### config.mk
export PLATFORM = sky130hd
export DESIGN_NAME = sdmac_top
export DESIGN_NICKNAME = d
export VERILOG_FILES = /design/src/hdl/sdmac_pkg.sv /design/src/hdl/sdmac_bus_if.sv /design/src/hdl/cpu_bus_sync.sv /design/src/hdl/addr_decoder.sv /design/src/hdl/sdmac_regs.sv /design/src/hdl/cpu_data_out.sv /design/src/hdl/sdmac_top.sv
export SDC_FILE = /design/constraint.sdc
export NUM_CORES = 1
export LEC_CHECK = 0
export CAP_MARGIN = 20
export CORE_ASPECT_RATIO = 1.2
export CORE_MARGIN = 4
export CORE_UTILIZATION = 40
export CTS_CLUSTER_SIZE = 14
export DETAILED_ROUTE_END_ITERATION = 10
export DONT_BUFFER_PORTS = 1
export GPL_ROUTABILITY_DRIVEN = 0
export SLEW_MARGIN = 10
export SYNTH_ARGS = -nofsm -noshare
export SYNTH_HDL_FRONTEND = slang
export SYNTH_SLANG_ARGS = --single-unit
### constraint.sdc
create_clock -name clk -period 3.8 [get_ports clk]
set_input_delay 0.76 -clock clk [delete_from_list [all_inputs] [get_ports clk]]
set_output_delay 0.76 -clock clk [all_outputs]
set_load 0.02 [all_outputs]
### src/hdl/sdmac_pkg.sv
// SCSI DMA controller shared definitions
// Register offsets, control and status bit positions, decoder strobes

package sdmac_pkg;

  // Register offsets within the chip window
  localparam logic [7:0] OFF_WTC     = 8'h04;
  localparam logic [7:0] OFF_CNTR    = 8'h08;
  localparam logic [7:0] OFF_ACR     = 8'h0C;
  localparam logic [7:0] OFF_ST_DMA  = 8'h10;
  localparam logic [7:0] OFF_FLUSH   = 8'h14;
  localparam logic [7:0] OFF_CLR_INT = 8'h18;
  localparam logic [7:0] OFF_ISTR    = 8'h1C;
  localparam logic [7:0] OFF_SP_DMA  = 8'h3C;

  // Everything from here up goes to the SCSI chip
  localparam logic [7:0] OFF_WD_BASE = 8'h40;

  // CNTR bit positions
  localparam int unsigned CNTR_DMADIR = 1;
  localparam int unsigned CNTR_INTEN  = 2;

  // Implemented CNTR bits, the rest read back as 0
  localparam logic [31:0] CNTR_MASK = (32'd1 << CNTR_DMADIR) | (32'd1 << CNTR_INTEN);

  // ISTR bit positions
  localparam int unsigned ISTR_INT_P   = 4;
  localparam int unsigned ISTR_SCSI    = 3;
  localparam int unsigned ISTR_DMA_ACT = 1;

  // One-cycle strobes from the address decoder
  typedef struct packed {
    logic wtc_rd;
    logic cntr_rd;
    logic cntr_wr;
    logic acr_wr;
    logic istr_rd;
    // Action strobes, either direction
    logic st_dma;
    logic sp_dma;
    logic clr_int;
    logic flush_req;
  } reg_strobe_t;

endpackage

### src/hdl/sdmac_bus_if.sv
// Latched CPU access as seen inside the register port
// Driven by the input side, read by decode, registers and output side

`timescale 1ns/1ns

interface sdmac_bus_if #(
  parameter int ADDR_W = 8,
  parameter int DATA_W = 32
);

  logic [ADDR_W-1:0] addr;    // Latched offset
  logic [DATA_W-1:0] wdata;   // Latched write data
  logic              rw;      // High for a read
  logic              cycle;   // Access in progress
  logic              access;  // First cycle of the access

  // Input side owns everything
  modport src (output addr, wdata, rw, cycle, access);

  // Address decode
  modport dec (input addr, rw, cycle, access);

  // Register block only needs the write data
  modport regs (input wdata);

  // Output side, acknowledge and data enable
  modport out (input rw, cycle, access);

endinterface

### src/hdl/cpu_bus_sync.sv
// CPU bus input side
// Finds the start of an access, latches address, data and direction

`timescale 1ns/1ns

module cpu_bus_sync #(
  parameter int ADDR_W = 8,
  parameter int DATA_W = 32
) (
  input  logic              clk,
  input  logic              rst_n,
  input  logic              cs_n,
  input  logic              as_n,
  input  logic              rw,
  input  logic [ADDR_W-1:0] addr,
  input  logic [DATA_W-1:0] data_in,
  sdmac_bus_if.src          bus
);

  logic sel;
  logic sel_q;
  logic start;
  logic cycle_q;
  logic access_q;

  // Chip is selected while both strobes are low
  assign sel = ~cs_n & ~as_n;

  // New access only on the first selected sample
  // as_n has to go high before sel_q drops again
  assign start = sel & ~sel_q;

  always_ff @(posedge clk or negedge rst_n) begin
    if (!rst_n) begin
      sel_q    <= 1'b0;
      cycle_q  <= 1'b0;
      access_q <= 1'b0;
    end else begin
      sel_q    <= sel;
      access_q <= start;
      // Held until the CPU drops its address strobe
      if (start) begin
        cycle_q <= 1'b1;
      end else if (as_n) begin
        cycle_q <= 1'b0;
      end
    end
  end

  // Access payload, only loaded at the start edge
  always_ff @(posedge clk) begin
    if (start) begin
      bus.addr  <= addr;
      bus.wdata <= data_in;
      bus.rw    <= rw;
    end
  end

  assign bus.cycle  = cycle_q;
  assign bus.access = access_q;

  // Start pulse must sit inside the access window
  a_access_in_cycle: assert property (
    @(posedge clk) disable iff (!rst_n)
    bus.access |-> bus.cycle
  ) else $error("access pulse outside of bus cycle");

endmodule

### src/hdl/addr_decoder.sv
// Register address decoder
// Turns the latched offset into register and action strobes, SCSI select

`timescale 1ns/1ns

module addr_decoder #(
  parameter int ADDR_W = 8
) (
  sdmac_bus_if.dec          bus,
  output sdmac_pkg::reg_strobe_t strb,
  output logic              local_hit,
  output logic              wd_sel
);

  logic h_04;
  logic h_08;
  logic h_0c;
  logic h_10;
  logic h_14;
  logic h_18;
  logic h_1c;
  logic h_3c;
  logic rd;
  logic wr;

  // Offset matches, only during the access pulse
  assign h_04 = bus.access & (bus.addr == ADDR_W'(sdmac_pkg::OFF_WTC));
  assign h_08 = bus.access & (bus.addr == ADDR_W'(sdmac_pkg::OFF_CNTR));
  assign h_0c = bus.access & (bus.addr == ADDR_W'(sdmac_pkg::OFF_ACR));
  assign h_10 = bus.access & (bus.addr == ADDR_W'(sdmac_pkg::OFF_ST_DMA));
  assign h_14 = bus.access & (bus.addr == ADDR_W'(sdmac_pkg::OFF_FLUSH));
  assign h_18 = bus.access & (bus.addr == ADDR_W'(sdmac_pkg::OFF_CLR_INT));
  assign h_1c = bus.access & (bus.addr == ADDR_W'(sdmac_pkg::OFF_ISTR));
  assign h_3c = bus.access & (bus.addr == ADDR_W'(sdmac_pkg::OFF_SP_DMA));

  // rw high is a read
  assign rd = bus.rw;
  assign wr = ~bus.rw;

  // Register strobes
  assign strb.wtc_rd  = h_04 & rd;
  assign strb.cntr_rd = h_08 & rd;
  assign strb.cntr_wr = h_08 & wr;
  assign strb.acr_wr  = h_0c & wr;
  assign strb.istr_rd = h_1c & rd;

  // Action strobes fire for reads and writes alike
  assign strb.st_dma    = h_10;
  assign strb.sp_dma    = h_3c;
  assign strb.clr_int   = h_18;
  // Direction check happens in the register block
  assign strb.flush_req = h_14;

  // Any of our own offsets gets an acknowledge
  assign local_hit = h_04 | h_08 | h_0c | h_10 | h_14 | h_18 | h_1c | h_3c;

  // SCSI chip window, held for the whole cycle
  assign wd_sel = bus.cycle & (bus.addr >= ADDR_W'(sdmac_pkg::OFF_WD_BASE));

  // Offsets are distinct so at most one strobe may be active
  always_comb begin
    a_strb_onehot: assert ($onehot0(strb))
      else $error("more than one decoder strobe active");
  end

endmodule

### src/hdl/sdmac_regs.sv
// Register block of the DMA controller
// CNTR, ACR, DMA run flag, interrupt latch and read data select

`timescale 1ns/1ns

module sdmac_regs #(
  parameter int DATA_W = 32
) (
  input  logic                   clk,
  input  logic                   rst_n,
  sdmac_bus_if.regs              bus,
  input  sdmac_pkg::reg_strobe_t strb,
  input  logic                   scsi_int,
  input  logic [DATA_W-1:0]      xfer_count,
  output logic [DATA_W-1:0]      rdata,
  output logic                   dma_run,
  output logic                   dma_dir,
  output logic                   flush,
  output logic                   int_n,
  output logic [DATA_W-1:0]      acr
);

  localparam logic [DATA_W-1:0] MASK = DATA_W'(sdmac_pkg::CNTR_MASK);

  logic [DATA_W-1:0] cntr_q;
  logic [DATA_W-1:0] acr_q;
  logic [DATA_W-1:0] istr;
  logic              run_q;
  logic              int_p_q;
  logic              flush_q;

  // Control and address registers
  always_ff @(posedge clk or negedge rst_n) begin
    if (!rst_n) begin
      cntr_q <= '0;
      acr_q  <= '0;
    end else begin
      // Unimplemented bits never stored
      if (strb.cntr_wr) begin
        cntr_q <= bus.wdata & MASK;
      end
      // ACR just kept for the DMA engine
      if (strb.acr_wr) begin
        acr_q <= bus.wdata;
      end
    end
  end

  // DMA run state, pending interrupt and flush pulse
  always_ff @(posedge clk or negedge rst_n) begin
    if (!rst_n) begin
      run_q   <= 1'b0;
      int_p_q <= 1'b0;
      flush_q <= 1'b0;
    end else begin
      if (strb.st_dma) begin
        run_q <= 1'b1;
      end else if (strb.sp_dma) begin
        run_q <= 1'b0;
      end
      // Set wins over clear
      if (scsi_int) begin
        int_p_q <= 1'b1;
      end else if (strb.clr_int) begin
        int_p_q <= 1'b0;
      end
      // Flush only has meaning in the write-to-memory direction
      flush_q <= strb.flush_req & cntr_q[sdmac_pkg::CNTR_DMADIR];
    end
  end

  // Interrupt status as the CPU sees it
  always_comb begin
    istr = '0;
    istr[sdmac_pkg::ISTR_INT_P]   = int_p_q;
    istr[sdmac_pkg::ISTR_SCSI]    = scsi_int;  // live level
    istr[sdmac_pkg::ISTR_DMA_ACT] = run_q;
  end

  // Read data mux, strobes are one-hot
  always_comb begin
    if (strb.cntr_rd) begin
      rdata = cntr_q;
    end else if (strb.istr_rd) begin
      rdata = istr;
    end else if (strb.wtc_rd) begin
      rdata = xfer_count;
    end else begin
      rdata = '0;
    end
  end

  assign dma_run = run_q;
  assign dma_dir = cntr_q[sdmac_pkg::CNTR_DMADIR];
  assign flush   = flush_q;
  assign acr     = acr_q;

  // Interrupt line gated by the enable bit
  assign int_n = ~(int_p_q & cntr_q[sdmac_pkg::CNTR_INTEN]);

  // Start and stop come from different offsets
  a_start_stop_excl: assert property (
    @(posedge clk) disable iff (!rst_n)
    !(strb.st_dma && strb.sp_dma)
  ) else $error("start and stop DMA in the same cycle");

endmodule

### src/hdl/cpu_data_out.sv
// CPU bus output side
// Read data register, data enable and the held acknowledge

`timescale 1ns/1ns

module cpu_data_out #(
  parameter int DATA_W = 32
) (
  input  logic              clk,
  input  logic              rst_n,
  sdmac_bus_if.out          bus,
  input  logic              local_hit,
  input  logic [DATA_W-1:0] rdata,
  output logic [DATA_W-1:0] data_out,
  output logic              data_oe,
  output logic              dsack_n
);

  logic              ack_q;
  logic              oe_q;
  logic [DATA_W-1:0] data_q;

  // Ack armed one cycle after the access pulse
  always_ff @(posedge clk or negedge rst_n) begin
    if (!rst_n) begin
      ack_q <= 1'b0;
      oe_q  <= 1'b0;
    end else if (bus.access && local_hit) begin
      ack_q <= 1'b1;
      oe_q  <= bus.rw;
    end else if (!bus.cycle) begin
      ack_q <= 1'b0;
      oe_q  <= 1'b0;
    end
  end

  // Read data captured with the ack
  always_ff @(posedge clk) begin
    if (bus.access && local_hit) begin
      data_q <= rdata;
    end
  end

  // Released as soon as the cycle ends
  assign dsack_n  = ~(ack_q & bus.cycle);
  assign data_oe  = oe_q & bus.cycle;
  assign data_out = data_q;

  // Bus only driven while acknowledging
  a_oe_with_ack: assert property (
    @(posedge clk) disable iff (!rst_n)
    data_oe |-> !dsack_n
  ) else $error("data enabled without dsack");

endmodule

### src/hdl/sdmac_top.sv
// SCSI DMA controller CPU register port, top level
// Input side, decoder, registers and output side

`timescale 1ns/1ns

module sdmac_top #(
  parameter int ADDR_W = 8,
  parameter int DATA_W = 32
) (
  input  logic              clk,
  input  logic              rst_n,
  input  logic              cs_n,
  input  logic              as_n,
  input  logic              rw,
  input  logic [ADDR_W-1:0] addr,
  input  logic [DATA_W-1:0] data_in,
  input  logic              scsi_int,
  input  logic [DATA_W-1:0] xfer_count,
  output logic [DATA_W-1:0] data_out,
  output logic              data_oe,
  output logic              dsack_n,
  output logic              wd_sel,
  output logic              int_n,
  output logic              dma_run,
  output logic              dma_dir,
  output logic              flush,
  output logic [DATA_W-1:0] acr
);

  sdmac_pkg::reg_strobe_t strb;
  logic                   local_hit;
  logic [DATA_W-1:0]      rdata;

  // Latched access shared by all blocks
  sdmac_bus_if #(.ADDR_W(ADDR_W), .DATA_W(DATA_W)) bus_i ();

  cpu_bus_sync #(.ADDR_W(ADDR_W), .DATA_W(DATA_W)) sync_i (
    .clk, .rst_n, .cs_n, .as_n, .rw, .addr, .data_in,
    .bus (bus_i.src)
  );

  addr_decoder #(.ADDR_W(ADDR_W)) dec_i (
    .bus (bus_i.dec),
    .strb, .local_hit, .wd_sel
  );

  sdmac_regs #(.DATA_W(DATA_W)) regs_i (
    .clk, .rst_n,
    .bus (bus_i.regs),
    .strb, .scsi_int, .xfer_count,
    .rdata, .dma_run, .dma_dir, .flush, .int_n, .acr
  );

  cpu_data_out #(.DATA_W(DATA_W)) out_i (
    .clk, .rst_n,
    .bus (bus_i.out),
    .local_hit, .rdata,
    .data_out, .data_oe, .dsack_n
  );

endmodule

**After elaboration in Yosys (flattened, before gate mapping)**

Index checks and enable logic that the tools add are counted.

- Bitwise gates (word level): 34
- Reduce and logical (&&, ||, !) cells: 5
- Muxes and demuxes: 12
- Eq/ne operators: 9
- $lt $le $gt $ge: 1

Operators with widths:

| cell | number |
|---|---|
| == test 8 x 5 -> 1 bit, second input constant | 4 |
| bitwise AND 1 bit | 20 |
| == test 8 x 4 -> 1 bit, second input constant | 2 |
| two-way mux 5 bit | 2 |
| two-way mux 1 bit | 9 |
| == test 8 x 3 -> 1 bit, second input constant | 1 |
| == test 8 x 6 -> 1 bit, second input constant | 1 |
| greater-or-equal comparator 8 x 7 -> 1 bit, second input constant | 1 |
| NOT 1 bit | 7 |
| bitwise OR 1 bit | 7 |
| nonzero test 2 bit | 3 |
| two-way mux 3 bit | 1 |
| OR reduction 3 bit | 1 |
| != test 2 x 1 -> 1 bit, second input constant | 1 |
| logical AND 1 bit | 1 |

- Input bits: 78
- Register bits: 115
- Output and inout port bits: 71
- Logic and storage cells: 77

**Logic depth before layout (Yosys ltp)**

Gate-level depths: netlist of run 1.

- Word-level depth: 11
- Mapped depth: 5
- Mapped depth without buffers: 4

**Hierarchy**

From an unflattened synthesis of run 1, not the netlist that was laid out.

- Cells, all modules: 240
- Area, all modules: 4246.6 um^2

Modules (own cells, without submodules):

| module | area an instance (um^2) | seq. area each (um^2) | cells an instance | instances |
|---|---|---|---|---|
| sdmac_regs | 1679.1 | 925.9 | 124 | 1 |
| cpu_bus_sync | 1328.8 | 1306.3 | 48 | 1 |
| cpu_data_out | 1051.0 | 1011.0 | 39 | 1 |
| addr_decoder | 187.7 | 0.0 | 29 | 1 |

**Worst setup path after synthesis of run 1**

Ideal clock, no wire load.

- Path kind: in2reg
- Start point: in cs_n
- End point: reg sync_i.bus.addr[0] (enable)
- Required time: 3.305 ns
- Stages on the path: 1
- Path slack: -0.441 ns
- Setup time: 0.495 ns
- Data arrival time: 3.746 ns
- Path buffers: 0
- Cells stage by stage: nor3_1

- Cells in the longest elaborated chain, start to end: 3

Ends and longest elaborated chain:

| item | RTL line | text |
|---|---|---|
| start: declaration | sdmac_top.sv:12 | `input logic cs_n,` |
| NOT 1 bit | cpu_bus_sync.sv:27 | `assign sel = ~cs_n & ~as_n;` |
| bitwise AND 1 bit | cpu_bus_sync.sv:27 |  |
| bitwise AND 1 bit | cpu_bus_sync.sv:31 | `assign start = sel & ~sel_q;` |
| end: declaration | sdmac_bus_if.sv:18 | `modport src (output addr, wdata, rw, cycle, access);` |

No other way between the ends.
A chain may end at the register's enable or synchronous reset.

**Final worst setup path of run 1**

- Start point: reg sync_i.bus.addr[7]
- End point: reg regs_i.acr_q[7] (netlist: regs_i.acr[7])

- Cells in the longest elaborated chain, start to end: 3

Ends and longest elaborated chain:

| item | RTL line | text |
|---|---|---|
| == test 8 x 4 -> 1 bit | addr_decoder.sv:29 | `assign h_0c = bus.access & (bus.addr == ADDR_W'(sdmac_pkg::OFF_ACR));` |
| bitwise AND 1 bit | addr_decoder.sv:29 |  |
| bitwise AND 1 bit | addr_decoder.sv:44 | `assign strb.acr_wr = h_0c & wr;` |
| end signal: assignment | sdmac_regs.sv:44 | `acr_q <= bus.wdata;` |
| end: declaration | sdmac_regs.sv:26 | `logic [DATA_W-1:0] acr_q;` |

No other way between the ends.

==> impl_metrics.yaml, run 1 <==
sta:
  tns_ns: 0
  max_clock_freq_ghz: 0.4337
  rsz0062_at_grt: "no"
  fin_ws_ns: 1.494
  setup_viol: 0
  tightest_slew_ns: 0.8786
  fin_crit_sh: 0.6068
  slew_headroom: 0.4124
  final-hold-violation-count: 0
  fin_crit_ns: 2.306
  slew_viol_final: 0
  fin_skew_ns: 0.005373
synth:
  async_reset_ff_frac: 0.3652
  yosysUniqueCellTypes: 36
  syn_area_per_cell_um2: 18.35
  ys_ff_latch: 115
  synth_warnings: 0
  ys.flop_type: "edfxtp_1"
  syn_nets: 306
  yosysSeqAreaShare: 0.7751
  netlist_instances: 228
  synth_edf_count: 73
  syn_area_um2: 4184
  yosysTopAreaCellShare: 0.5239
  synth.top_cells.by_area: "edfxtp_1 (52%), dfrtp_1 (25%), mux2_2 (9.2%), and2_1 (3.4%), and2_2 (1.4%)"
  synth_largest_area_cell: "edfxtp_1"
place:
  dp.cells: 350
  dp_hpwl_mm: 5.409
  post-place-ws_ns: 1.360
  io_buffers: 0
clock_network:
  insertion_delay_ns: 0.40
  htreeDepth: 4
  cts_hold_buffers: 0
  cts_resized: 0
  cts_setup_buffers: 0
  numCtsBuffers: 17
  cts_sinks: 115
  cts.reportedPaths.clkPinSlew_ns: 0.05
  cts_tree: "built"
  cts.path.max_buffers: 2
  cts_root_buffer: "clkbuf_16"
floorplanning:
  die_height_um: 120.0
  die-area_um2: 12170
  num_rows: 40
  core_region_area_um2: 10110
  ios: 149
  start_util: 0.4139
  die_x_um: 101.4
setup_path:
  crit_chain: "or2_2, nor2_2, nand3_2, mux2_1"
  worst-r2r-cell-count: 4
  worst_ep_arrival_time_ns: 2.58
  ff2ff_setup_slack_ns: 1.49
  crit_family: "simple AND/OR/NAND/NOR gates"
  max_stage_delay_ns: 0.67
  crit_fanout: 32
  critPathBufInv: 0
  start_kind: "flip-flop"
  slowest_stage: "nand3_2"
  endpoint: "regs_i.acr[7]$_DFFE_PN0P_"
  crit_cells: 4
  endpoint_kind: "flip-flop"
  required_ns: 4.07
  path_class: "flip-flop to flip-flop"
  r2r_start: "sync_i.bus.addr[7]$_DFFE_PP_"
  timing.rr.end: "regs_i.acr[7]$_DFFE_PN0P_"
  startpoint: "sync_i.bus.addr[7]$_DFFE_PP_"
cells_and_area:
  final_cells: 382
  drive_gt1_frac: 0.3281
  num_antenna_cells: 0
  layout.nets: 321
  num-fill-cells: 840
  seqCellArea_um2: 3243
  multiInputGateArea_um2: 892.1
  syn_to_final_growth_pct: 16.93
power:
  power-per-cell-area_nw_per_um2: 596.3
  peakVddDrop_uv: 341.8
  leakage_nw: 1.909
  power_w: 0.002917
route:
  drt-initial-drc-count: 37
  avgViaCountPerCell: 5.157
  vias: 1970
  totalWireLength_mm: 7.673
  drc: 0
  ant_nets: 0
  drt-pass1-iter-count: 4
  wire_per_inst_um: 20.09
run:
  maxCapViolations: 0
global_route:
  overflow: 0
  grt_pass1_wl_mm: 12.00
  grt_max_degree: 43
  first_global_vias: 2182
  antenna_found_initial: 1
  grt_usage: 0.1332
run_status:
  status: "completed"
hold_path:
  hold_class: "primary input to asynchronous set/reset pin"
## worst min-delay path by stage
| stage | from | end | depth (start not counted) |
|---|---|---|---|
| 5_1_grt | rst_n | regs_i.acr[17]$_DFFE_PN0P_ | 0 |
| 3_5_place_dp | sync_i.bus.wdata[7]$_DFFE_PP_ | regs_i.acr[7]$_DFFE_PN0P_ | 1 |
| 2_1_floorplan | sync_i.bus.wdata[7]$_DFFE_PP_ | regs_i.acr[7]$_DFFE_PN0P_ | 1 |
| 6_report | rst_n | regs_i.acr[13]$_DFFE_PN0P_ | 0 |
| 4_1_cts | rst_n | regs_i.acr[18]$_DFFE_PN0P_ | 0 |
| 3_3_place_gp | sync_i.bus.wdata[7]$_DFFE_PP_ | regs_i.acr[7]$_DFFE_PN0P_ | 1 |
## sequential cells by signal, summed over array words and instances (netlist names)
name	count
out_i.ack_q	1
out_i.data_out	32
out_i.oe_q	1
regs_i.acr	32
regs_i.cntr_q	2
regs_i.dma_run	1
regs_i.flush	1
regs_i.int_p_q	1
sync_i.bus.access	1
sync_i.bus.addr	8
sync_i.bus.cycle	1
sync_i.bus.rw	1
sync_i.bus.wdata	32
sync_i.sel_q	1
## per-stage QoR
stage	utilization	instance area [µm²]	hold WS, ns
CTS	0.4839	4892	0.03666
floorplan	-	4189	0.4320
detailed placement	0.4272	4319	0.4609
global route	0.4839	4892	0.02593
global placement	0.4272	4319	0.4365
finish	0.4839	4892	0.05490
## area by class of cell
class,count,share of cell area
sequential,115,0.6629
multi-input combinational,104,0.1824
clock buffer,18,0.08772
tap,126,0.03223
clock inverter,14,0.02941
timing repair buffer,2,0.003069
inverter,3,0.002302
## power breakdown
| part | switching, W | total, W | leakage [nW] | internal [W] |
|---|---|---|---|---|
| combinational | 0.0000163 | 0.0000245 | 0.444 | 0.00000822 |
| sequential | 0.0000165 | 0.00138 | 1.18 | 0.00136 |
| clock | 0.000506 | 0.00152 | 0.287 | 0.00101 |
## cells by family after synthesis
| logic type | Yosys count | synth area share |
|---|---|---|
| DFF | 115 | 0.7751 |
| and+or+nand+nor | 58 | 0.09659 |
| muxes | 35 | 0.09420 |
| AOI/OAI and AO/OA | 11 | 0.01974 |
| buffers and inverters | 9 | 0.01435 |
## synth_stat cells (3+ instances only)
cell	instances
and2_2	8
buf_2	3
buf_6	3
dfrtp_1	42
and2_1	23
inv_1	3
mux2_2	34
edfxtp_1	73
nand2_1	3
nor2_1	4
## routing by layer
layer / up-vias / global-route usage / share of wire
met5: - / 0 / 0.0025
met4: 2 / 0.05736 / 0.016
met3: 15 / 0.1017 / 0.16
li1: 873 / - / -
met2: 129 / 0.1931 / 0.46
met1: 951 / 0.1442 / 0.36
## cell usage in the layout, fill, tap and decap left out, types with 2 or more instances in the layout
master	n
a21oi_1	2
a22o_2	2
buf_4	2
bufinv_16	3
inv_1	3
nor3_4	2
a21o_1	2
clkinv_2	6
nor2_1	4
and3_1	2
clkinv_1	4
nand2_1	3
or2_2	2
dfrtp_1	42
edfxtp_1	73
clkbuf_16	17
nand3_1	2
mux2_2	34
and2_1	23
and2_2	8
Note: power is estimated with default switching activity, not from simulation.
==> inputs of run 2 (changes only) <==
Settings changed: ABC_AREA from default to 1.
Clock period 3.8 ns to 2.2 ns, I/O delays scaled along.
==> run 2 against run 1 <==
- via count rose by 24%
- synthesized area grew 6.8%
- hold slack improved by 0.033 ns
- routed wire length rose by 6.8%
- fmax rose by 24%
- first-iteration DRC count grew to 3.6 times the previous value
- clock-buffer cell count down 1
- highest routed layer is now met4
==> impl_metrics.yaml, run 2 <==
synth:
  syn_area_um2: 4468
  yosysUniqueCellTypes: 19
  syn_area_per_cell_um2: 12.24
  synth_edf_count: 73
  synth.top_cells.by_area: "edfxtp_1 (49%), dfrtp_1 (24%), inv_1 (6.2%), nand2_1 (5.9%), nor2_4 (5.0%)"
  synth_warnings: 0
  ys_ff_latch: 115
  synth_largest_area_cell: "edfxtp_1"
  netlist_instances: 365
  syn_nets: 443
  async_reset_ff_frac: 0.3652
  yosysTopAreaCellShare: 0.4906
  yosysSeqAreaShare: 0.7258
  ys.flop_type: "edfxtp_1"
  ys_top_cells_by_count: "inv_1 (74), edfxtp_1 (73), nand2_1 (70)"
  synth.most_common_cell: "inv_1"
route:
  totalWireLength_mm: 8.196
  drc: 0
  wire_per_inst_um: 15.55
  ant_nets: 0
  drt-initial-drc-count: 133
  vias: 2442
  drt-pass1-iter-count: 4
  avgViaCountPerCell: 4.634
global_route:
  antenna_found_initial: 0
  grt_pass1_wl_mm: 12.72
  grt_usage: 0.1313
  grt_max_degree: 65
  first_global_vias: 2452
  overflow: 0
cells_and_area:
  seqCellArea_um2: 3243
  mostFrequentLayoutCells: "inv_1 (74), edfxtp_1 (73), nand2_1 (70)"
  final_common_cell: "inv_1"
  num_antenna_cells: 0
  syn_to_final_growth_pct: 16.91
  layout.nets: 460
  drive_gt1_frac: 0.1797
  num-fill-cells: 953
  multiInputGateArea_um2: 878.3
setup_path:
  endpoint_kind: "flip-flop"
  crit_family: "simple AND/OR/NAND/NOR gates"
  worst_ep_arrival_time_ns: 2.00
  path_class: "flip-flop to flip-flop"
  slowest_stage: "edfxtp_1"
  start_kind: "flip-flop"
  crit_fanout: 23
  crit_chain: "inv_1, nand2_1, nor2_2, nand2_1, nor2_2, nor3_4, inv_4, buf_12, nor2_1"
  required_ns: 2.35
  max_stage_delay_ns: 0.41
  critPathBufInv: 3
sta:
  tns_ns: 0
  fin_crit_ns: 1.854
  slew_viol_final: 0
  final-hold-violation-count: 0
  slew_headroom: 0.6129
  setup_viol: 0
  fin_skew_ns: 0.007104
  rsz0062_at_grt: "no"
  max_clock_freq_ghz: 0.5393
  tightest_slew_ns: 0.5807
  fin_crit_sh: 0.8429
clock_network:
  cts_tree: "built"
  cts_root_buffer: "clkbuf_16"
  insertion_delay_ns: 0.40
  cts_sinks: 115
  cts.reportedPaths.clkPinSlew_ns: 0.05
  cts_setup_buffers: 0
  cts.path.max_buffers: 2
  htreeDepth: 4
  numCtsBuffers: 17
power:
  power.internal_w: 0.003810
  power-per-cell-area_nw_per_um2: 938.2
  peakVddDrop_uv: 515.9
  p_switching_w: 0.001091
  clockPowerShare: 0.496
  combPwrFrac: 0.020
  leakage_nw: 2.254
  p_sw_frac: 0.2226
  seqPwrFrac: 0.484
  power_w: 0.004901
floorplanning:
  die-area_um2: 12930
  die_x_um: 104.5
  ios: 149
  die_height_um: 123.8
  core_region_area_um2: 10980
  start_util: 0.4068
  num_rows: 42
run_status:
  status: "completed"
hold_path:
  hold_class: "primary input to flip-flop"
run:
  maxCapViolations: 0
place:
  dp_hpwl_mm: 5.863
  io_buffers: 0
## run 2: cell type report
class | count | share of cell area
Clock buffer | 17 | 0.08144
Clock inverter | 15 | 0.02132
Inverter | 78 | 0.05653
Multi-Input combinational cell | 164 | 0.1681
Sequential cell | 115 | 0.6208
Tap cell | 132 | 0.03162
Timing Repair Buffer | 6 | 0.02012
## run 2: power groups by stage
stage,Clock [W],Combinational [W],Sequential [W]
floorplan,0,0.0000597,0.00241
global placement,0,0.0000773,0.00241
detailed placement,0,0.0000798,0.00241
CTS,0.00250,0.000105,0.00237
global route,0.00260,0.000117,0.00238
finish,0.00243,0.0000998,0.00237
## run 2: stage by stage
step                instance area (µm²)    util  hold WS [ns]  setup slack, ns  std cells
CTS                                5224  0.4756       0.07503           0.3286        527
detailed placement                 4649  0.4233        0.1454           0.3329        493
floorplan                          4479       -        0.1444           0.1306        365
global route                       5224  0.4756       0.07880           0.1710        527
global placement                   4649  0.4233        0.1461           0.4177        493
finish                             5224  0.4756       0.08818           0.3456        527
## run 2: metal layers
| metal | global-route usage | up-vias | routed length [µm] |
|---|---|---|---|
| met4 | 0.06650 | 0 | 122 |
| li1 | - | 1187 | - |
| met1 | 0.1376 | 1108 | 3148 |
| met5 | 0 | - | 0 |
| met2 | 0.2169 | 133 | 4056 |
| met3 | 0.06947 | 14 | 869 |
## run 2: cells by family after synthesis
group           after synthesis  synth area share
buf+inv                      86           0.08009
flops                       115            0.7258
simple gates                129            0.1543
compound gates               35           0.03976
## run 2: worst paths after layout
kind | start | endpoint | slack (ns) | cells past startpoint
worst max-delay path | sync_i.bus.addr[5]$_DFFE_PP_ | out_i.data_out[25]$_SDFFCE_PP0P_ | 0.35 | 9
worst min-delay path | as_n | sync_i.sel_q$_DFF_PN0_ | 0.09 | 1
worst max register to register | sync_i.bus.addr[5]$_DFFE_PP_ | out_i.data_out[25]$_SDFFCE_PP0P_ | 0.35 | 9
worst min register to register | sync_i.bus.wdata[0]$_DFFE_PP_ | regs_i.acr[0]$_DFFE_PN0P_ | 0.49 | 2
max in group asynchronous | rst_n | regs_i.cntr_q[2]$_DFFE_PN0P_ | 1.47 | 2
min in group asynchronous | rst_n | regs_i.acr[19]$_DFFE_PN0P_ | 0.53 | 2
## run 2: repair_timing
| item | in CTS | in global routing |
|---|---|---|
| endpoints found under the hold margin | 42 | 0 |
| hold buffers | 2 | 0 |
| resized for setup | 0 | 0 |
